===== src/hdl/mem_fill_settings.svh =====
`ifndef MEM_FILL_SETTINGS_SVH
`define MEM_FILL_SETTINGS_SVH

// byte address into the burst memory
`define FILL_ADDR_W 32

// one burst beat on the memory bus
`define FILL_BEAT_W 64

// one cache line, filled or written back as a unit
`define FILL_LINE_W 256

// beats per line (line width / beat width)
`define FILL_BEATS 4

// low address bits that are zero in a line address
`define FILL_OFFSET_BITS 5

`endif


===== src/hdl/mem_fill_pkg.sv =====
`include "mem_fill_settings.svh"

package mem_fill_pkg;

    typedef logic [`FILL_ADDR_W-1:0]         addr_t;
    typedef logic [`FILL_BEAT_W-1:0]         beat_t;
    typedef logic [`FILL_LINE_W-1:0]         line_t;  // beat 0 in the low bits
    typedef logic [$clog2(`FILL_BEATS)-1:0]  beat_cnt_t;

    // line request from a fill client, held until resp
    typedef struct packed {
        addr_t addr;
        logic  read;
        logic  write;
        line_t wdata;
    } line_req_t;

    // rdata only valid while resp is high
    typedef struct packed {
        line_t rdata;
        logic  resp;
    } line_resp_t;

    typedef enum logic [2:0] {
        IDLE,
        READ_REQ,   // read held until memory ready
        READ_WAIT,  // beats coming back
        WRITE,      // writer busy with the line
        RESPOND     // one cycle resp pulse
    } fill_state_e;

endpackage


===== src/hdl/burst_reader.sv =====
`timescale 1ns/1ps
`include "mem_fill_settings.svh"

module burst_reader (
    input  logic                clk,
    input  logic                rst,

    input  mem_fill_pkg::beat_t bmem_rdata_i,
    input  logic                bmem_rvalid_i,

    output mem_fill_pkg::line_t line_o,
    output logic                line_valid_o
);

    mem_fill_pkg::beat_cnt_t beat_cnt;
    logic                    last_beat;

    // slot of the next beat to arrive, wraps after the last one
    always_ff @(posedge clk) begin
        if (rst) begin
            beat_cnt <= '0;
        end else if (bmem_rvalid_i) begin
            beat_cnt <= beat_cnt + 1'b1;
        end
    end

    assign last_beat = (beat_cnt == mem_fill_pkg::beat_cnt_t'(`FILL_BEATS - 1));

    // line payload
    always_ff @(posedge clk) begin
        if (bmem_rvalid_i) begin
            line_o[beat_cnt * `FILL_BEAT_W +: `FILL_BEAT_W] <= bmem_rdata_i;
        end
    end

    // same cycle as the fourth beat, line_o complete on the next edge
    assign line_valid_o = bmem_rvalid_i && last_beat;

endmodule


===== src/hdl/burst_writer.sv =====
`timescale 1ns/1ps
`include "mem_fill_settings.svh"

module burst_writer (
    input  logic                clk,
    input  logic                rst,

    input  logic                start_i,
    input  mem_fill_pkg::line_t line_i,

    input  logic                bmem_ready_i,
    output logic                bmem_write_o,
    output mem_fill_pkg::beat_t bmem_wdata_o,

    output logic                done_o
);

    mem_fill_pkg::line_t     line_q;
    mem_fill_pkg::beat_cnt_t beat_cnt;
    logic                    busy;
    logic                    last_beat;

    assign last_beat = (beat_cnt == mem_fill_pkg::beat_cnt_t'(`FILL_BEATS - 1));

    always_ff @(posedge clk) begin
        if (rst) begin
            busy     <= 1'b0;
            beat_cnt <= '0;
            done_o   <= 1'b0;
        end else begin
            done_o <= 1'b0;  // single cycle pulse
            if (start_i && !busy) begin
                busy     <= 1'b1;
                beat_cnt <= '0;
            end else if (busy && bmem_ready_i) begin
                beat_cnt <= beat_cnt + 1'b1;
                if (last_beat) begin
                    busy   <= 1'b0;
                    done_o <= 1'b1;
                end
            end
        end
    end

    // capture the writeback line once, client may move on after resp
    always_ff @(posedge clk) begin
        if (start_i && !busy) begin
            line_q <= line_i;
        end
    end

    assign bmem_write_o = busy;
    assign bmem_wdata_o = line_q[beat_cnt * `FILL_BEAT_W +: `FILL_BEAT_W];  // low beat first

endmodule


===== src/hdl/fill_arbiter.sv =====
`timescale 1ns/1ps
`include "mem_fill_settings.svh"

module fill_arbiter (
    input  logic                     clk,
    input  logic                     rst,

    // fill clients
    input  mem_fill_pkg::line_req_t  i_req_i,
    input  mem_fill_pkg::line_req_t  d_req_i,
    output mem_fill_pkg::line_resp_t i_resp_o,
    output mem_fill_pkg::line_resp_t d_resp_o,

    // memory request side
    input  logic                     bmem_ready_i,
    output mem_fill_pkg::addr_t      bmem_addr_o,
    output logic                     bmem_read_o,

    // from the burst reader
    input  mem_fill_pkg::line_t      line_i,
    input  logic                     line_valid_i,

    // to and from the burst writer
    output logic                     wr_start_o,
    output mem_fill_pkg::line_t      wr_line_o,
    input  logic                     wr_done_i
);

    mem_fill_pkg::fill_state_e state;
    mem_fill_pkg::fill_state_e state_next;
    logic                      grant_d;       // 1 = data port owns the memory
    logic                      grant_d_next;
    logic                      d_pending;
    mem_fill_pkg::addr_t       req_addr;

    assign d_pending = d_req_i.read || d_req_i.write;

    always_ff @(posedge clk) begin
        if (rst) begin
            state   <= mem_fill_pkg::IDLE;
            grant_d <= 1'b0;
        end else begin
            state   <= state_next;
            grant_d <= grant_d_next;
        end
    end

    always_comb begin
        state_next   = state;
        grant_d_next = grant_d;
        wr_start_o   = 1'b0;
        bmem_read_o  = 1'b0;

        unique case (state)
            mem_fill_pkg::IDLE: begin
                // data port first, instruction port waits its turn
                if (d_pending) begin
                    grant_d_next = 1'b1;
                    if (d_req_i.write) begin
                        wr_start_o = 1'b1;
                        state_next = mem_fill_pkg::WRITE;
                    end else begin
                        state_next = mem_fill_pkg::READ_REQ;
                    end
                end else if (i_req_i.read) begin
                    grant_d_next = 1'b0;
                    state_next   = mem_fill_pkg::READ_REQ;
                end
            end

            mem_fill_pkg::READ_REQ: begin
                bmem_read_o = 1'b1;  // held until memory takes it
                if (bmem_ready_i) begin
                    state_next = mem_fill_pkg::READ_WAIT;
                end
            end

            mem_fill_pkg::READ_WAIT: begin
                if (line_valid_i) begin
                    state_next = mem_fill_pkg::RESPOND;
                end
            end

            mem_fill_pkg::WRITE: begin
                // writer handles ready per beat
                if (wr_done_i) begin
                    state_next = mem_fill_pkg::RESPOND;
                end
            end

            mem_fill_pkg::RESPOND: begin
                state_next = mem_fill_pkg::IDLE;
            end

            default: begin
                state_next = mem_fill_pkg::IDLE;
            end
        endcase
    end

    // address of whoever holds the grant, forced to a line boundary
    assign req_addr    = grant_d ? d_req_i.addr : i_req_i.addr;
    assign bmem_addr_o = {req_addr[`FILL_ADDR_W-1:`FILL_OFFSET_BITS],
                          {`FILL_OFFSET_BITS{1'b0}}};

    assign wr_line_o = d_req_i.wdata;

    // reader holds the full line through RESPOND
    assign i_resp_o.rdata = line_i;
    assign d_resp_o.rdata = line_i;
    assign i_resp_o.resp  = (state == mem_fill_pkg::RESPOND) && !grant_d;
    assign d_resp_o.resp  = (state == mem_fill_pkg::RESPOND) && grant_d;

endmodule


===== src/hdl/mem_fill_top.sv =====
`timescale 1ns/1ps

module mem_fill_top (
    input  logic                     clk,
    input  logic                     rst,

    // line clients
    input  mem_fill_pkg::line_req_t  i_req_i,
    input  mem_fill_pkg::line_req_t  d_req_i,
    output mem_fill_pkg::line_resp_t i_resp_o,
    output mem_fill_pkg::line_resp_t d_resp_o,

    // burst memory
    output mem_fill_pkg::addr_t      bmem_addr_o,
    output logic                     bmem_read_o,
    output logic                     bmem_write_o,
    output mem_fill_pkg::beat_t      bmem_wdata_o,
    input  logic                     bmem_ready_i,
    input  mem_fill_pkg::beat_t      bmem_rdata_i,
    input  logic                     bmem_rvalid_i
);

    mem_fill_pkg::line_t rd_line;
    logic                rd_line_valid;
    logic                wr_start;
    mem_fill_pkg::line_t wr_line;
    logic                wr_done;

    // read beats into a line
    burst_reader u_reader (
        .clk           (clk),
        .rst           (rst),
        .bmem_rdata_i  (bmem_rdata_i),
        .bmem_rvalid_i (bmem_rvalid_i),
        .line_o        (rd_line),
        .line_valid_o  (rd_line_valid)
    );

    // writeback line out as beats
    burst_writer u_writer (
        .clk          (clk),
        .rst          (rst),
        .start_i      (wr_start),
        .line_i       (wr_line),
        .bmem_ready_i (bmem_ready_i),
        .bmem_write_o (bmem_write_o),
        .bmem_wdata_o (bmem_wdata_o),
        .done_o       (wr_done)
    );

    fill_arbiter u_arbiter (
        .clk          (clk),
        .rst          (rst),
        .i_req_i      (i_req_i),
        .d_req_i      (d_req_i),
        .i_resp_o     (i_resp_o),
        .d_resp_o     (d_resp_o),
        .bmem_ready_i (bmem_ready_i),
        .bmem_addr_o  (bmem_addr_o),
        .bmem_read_o  (bmem_read_o),
        .line_i       (rd_line),
        .line_valid_i (rd_line_valid),
        .wr_start_o   (wr_start),
        .wr_line_o    (wr_line),
        .wr_done_i    (wr_done)
    );

endmodule


===== config.mk =====
export PLATFORM = sky130hd
export DESIGN_NAME = mem_fill_top
export DESIGN_NICKNAME = d
export VERILOG_FILES = /design/src/hdl/mem_fill_pkg.sv /design/src/hdl/burst_reader.sv /design/src/hdl/burst_writer.sv /design/src/hdl/fill_arbiter.sv /design/src/hdl/mem_fill_top.sv
export VERILOG_INCLUDE_DIRS = /design/src /design/src/hdl
export SDC_FILE = /design/constraint.sdc
export NUM_CORES = 1
export LEC_CHECK = 0
export BUFFER_PORTS_ARGS = -buffer_cell sky130_fd_sc_hd__buf_2
export CAP_MARGIN = 20
export CORE_AREA = 4 4 490 492
export CTS_BUF_LIST = sky130_fd_sc_hd__clkbuf_16
export DETAILED_ROUTE_END_ITERATION = 12
export DIE_AREA = 0 0 494 496
export HOLD_SLACK_MARGIN = 0.02
export PLACE_DENSITY = 0.33
export SKIP_CTS_REPAIR_TIMING = 1
export SLEW_MARGIN = 10
export SYNTH_ARGS = -nofsm -noshare
export SYNTH_HDL_FRONTEND = slang
export SYNTH_SLANG_ARGS = --single-unit
export TNS_END_PERCENT = 20

===== constraint.sdc =====
create_clock -name clk -period 30.9 [get_ports clk]
set_clock_uncertainty 0.1 [all_clocks]
set_input_delay 6.18 -clock clk [delete_from_list [all_inputs] [get_ports clk]]
set_output_delay 6.18 -clock clk [all_outputs]
set_load 0.01 [all_outputs]

==> implementation parameters <==
Parameter                              Value

Worst setup path
  Start point of the critical path ... d_req_i[267]
  Delay-heaviest family, CP ... multiplexers
  Worst reg2reg path endpoint ... u_writer.line_q[221]
  Cell count of the worst reg-to-reg path ... 4
  Cell with the most instances on the worst path ... sky130_fd_sc_hd__buf_2
  Beginning of the worst register-to-register path ... u_arbiter.state[0]
  R2r setup slk ... around 27000 ps
  Slowest-stage cell, CP ... sky130_fd_sc_hd__mux2_2
  Buffers plus inverters on the worst setup path ... 2
  Crit path largest cell delay ... 300 ps
  Termination of the worst setup path ... bmem_addr_o[9]
  Critical path peak fanout ... 1
  Sort of element at the end of the critical path ... primary output
  Data arrival time at the worst-slack endpoint ... 6730 ps
  Crit path depth ... 3
  CP Cell Sequence ... buf_2 -> mux2_2 -> buf_2
  Critical Path RT ... around 25000 ps
  Kind of start point of the critical path ... primary input
  Category of the most critical setup path ... primary input to primary output

STA
  Smallest setup slack after layout ... 17890 ps
  Minimum period implied by the final worst setup slack ... 13010 ps
  Number of endpoints with negative hold slack in the final report ... 0
  Final worst-path cycle share ... 42.1%
  Max-slew violations ... 0
  Number of setup violations in the final report ... 0
  Achievable frequency ... around 77 MHz
  Worst rel slew slack ... 19.7%
  Unrepaired setup endpoints after global routing ... no
  Final-layout setup total negative slack ... 0 ps
  Worst-margin pin slew ... between 1000 and 1500 ps

Placed design
  Worst slack, placed ... 17890 ps
  Count of port buffers added during placement ... 987
  Global placement routability congestion ... around 0.75
  Final HPWL DP ... 88800 um

Clocking
  Number of buffers inserted during clock tree synthesis ... 70
  Maximum count of clock buffers along a single path ... 3
  Clock tree from TritonCTS ... yes
  Sink Count ... 522
  Clock input transition at the sequential cells of the worst setup and hold paths ... around 60 ps
  Root Buffer ... sky130_fd_sc_hd__clkbuf_16
  Number of H-tree levels ... 3
  Clock latency at the later pin of the worst-skew pair ... 660 ps

Global routing
  First-pass GRT wire length ... roughly 140000 um
  Overall routing resource usage ... around 8.7%
  Pin count of the biggest net entering global routing ... between 200 and 250
  Global route overflow ... 0
  Vias in the first global route ... 13901
  Antenna violations before repair ... 65

Final layout
  Share of layout cells above drive strength 1 ... between 50% and 60%
  Final Net Count ... roughly 2700
  P&R area growth vs syn ... 42.6%

Synthesis
  Flop and latch count out of synthesis ... 522
  Cell count after synthesis ... 1230
  Yosys top cell area share ... between 70% and 80%
  Proportion of register bits with asynchronous set or reset after synthesis ... 0%
  Main flop type after synthesis ... sky130_fd_sc_hd__edfxtp_1
  Post-Synthesis Mean Instance Area ... between 15 and 20 um^2
  Most frequent cells after synthesis ... 512 x sky130_fd_sc_hd__edfxtp_1, 261 x sky130_fd_sc_hd__buf_4, 259 x sky130_fd_sc_hd__and2_1, 64 x sky130_fd_sc_hd__mux4_2, 27 x sky130_fd_sc_hd__mux2_2
  Cell type with the highest aggregate area in the netlist ... sky130_fd_sc_hd__edfxtp_1
  Yosys warnings ... 0
  Most repeated cell in the gate-level netlist after synthesis ... sky130_fd_sc_hd__edfxtp_1
  Main area contributors after synthesis ... sky130_fd_sc_hd__edfxtp_1 71%, sky130_fd_sc_hd__buf_4 9.1%, sky130_fd_sc_hd__and2_1 7.5%, sky130_fd_sc_hd__mux4_2 6.7%, sky130_fd_sc_hd__mux2_2 1.4%
  Count of distinct cell types in the synthesized netlist ... 39
  Share of synthesized area occupied by flip-flops and latches ... 72.3%
  Netlist area before placement ... 0.0215 mm^2
  Number of flops mapped to enable cells by yosys ... 512

Die
  Area of the core ... 0.235 mm^2
  Top Ports ... 1260
  Die boundary height ... 496 um
  Starting density of the core ... 9.15%
  Row count ... about 180
  Overall die area ... approximately 0.25 mm^2
  Die width ... 494 um

Detailed routing
  Wire length after detailed routing ... 111000 um
  DR vias/cell ... approximately 2.5
  Number of search-and-repair iterations in the first detailed-routing pass ... 4
  Average wire per cell in the routed design ... 21.2 um
  DR vias ... 13182
  DRC ... 0
  Iter 0 DRT Violations ... around 670
  Antenna Violating Nets Remaining ... 0

Pwr
  Pwr per Cell Area ... 61.7 mW/mm^2
  Worst supply voltage drop on vdd ... between 0.00003 and 0.00004 V
  Leakage power figure ... 11.1 nW

Outcome
  Run status ... complete, no violations

Run
  Number of maximum-capacitance violations ... 0

Worst hold path
  Worst min-delay path category ... register to register
-- sequential cells by signal, summed over array words and instances, names as in the netlist --
name / cells
u_writer.line_q: 256
u_reader.beat_cnt: 2
u_writer.done_o: 1
u_writer.bmem_write_o: 1
u_arbiter.grant_d: 1
u_reader.line_o: 256
u_arbiter.state: 3
u_writer.beat_cnt: 2
-- layout make-up --
class | instances | area, um^2
antenna | 37 | 92.6
inverter | 4 | 17.5
tap | 3150 | 3940
clock buffer | 71 | 1780
clock inverter | 53 | 394
timing repair buffer | 1002 | 5060
multi-input combinational | 404 | 3820
fill | 26484 | 204000
sequential | 522 | 15600
-- worst min-delay path: stages, from the launching register on --
cell	delay, ps
sky130_fd_sc_hd__dfxtp_1	340
sky130_fd_sc_hd__mux2i_1	130
sky130_fd_sc_hd__nor2_1	50
-- cells by family after synthesis --
kind of cell    share of synthesized area (%)
flops                                    72.3
simple gates                             8.58
buf+inv                                  10.0
fa+ha+maj                               0.349
xor+xnor                               0.0814
other cells                            0.0174
compound gates                          0.302
mux                                      8.29
-- worst min path at each step --
stage                         start                    to  depth (start not counted)
6_report       u_reader.beat_cnt[1]  u_reader.beat_cnt[1]                          2
5_1_grt             u_writer.done_o    u_arbiter.state[0]                          3
4_1_cts        u_reader.beat_cnt[1]  u_reader.beat_cnt[1]                          2
3_5_place_dp   u_reader.beat_cnt[1]  u_reader.beat_cnt[1]                          2
3_3_place_gp     u_arbiter.state[2]    u_arbiter.state[2]                          1
2_1_floorplan    u_arbiter.state[2]    u_arbiter.state[2]                          1
-- where the power goes --
group	internal [mW]	switching [mW]
combinational	0.0854	0.143
sequential	0.847	0.0316
clock	0.445	0.340
total	1.38	0.515
-- metal layers --
layer  global-route usage, %  share of wire, %  wire (um)
met3                    4.61                12      13700
met2                    15.6                51      56600
met5                       0              0.27        304
met1                    8.40                33      36400
met4                    3.34               3.9       4310
-- through the flow --
stage	hold slack, ps	std cells	utilization (%)	cell area [um^2]	total power [mW]
floorplan	393	1234	-	21500	1.02
global placement	458	5082	12.1	28400	1.14
detailed placement	461	5082	12.1	28400	1.14
CTS	477	5206	13.0	30600	1.96
global route	519	5219	13.0	30600	1.99
finish	471	5243	13.1	30700	1.89
-- layout by cell type (no fill, tap or decap), drive strengths merged, types with 4 or more instances in the layout --
cell       n
and2     259
buf     1002
clkbuf    71
clkinv    30
conb       5
dfxtp     10
diode     37
edfxtp   512
ha         6
inv       24
mux2      27
mux2i      4
mux4      64
nand2      5
nor2       5
nor3       4
Power figures use the tool's default switching activity.
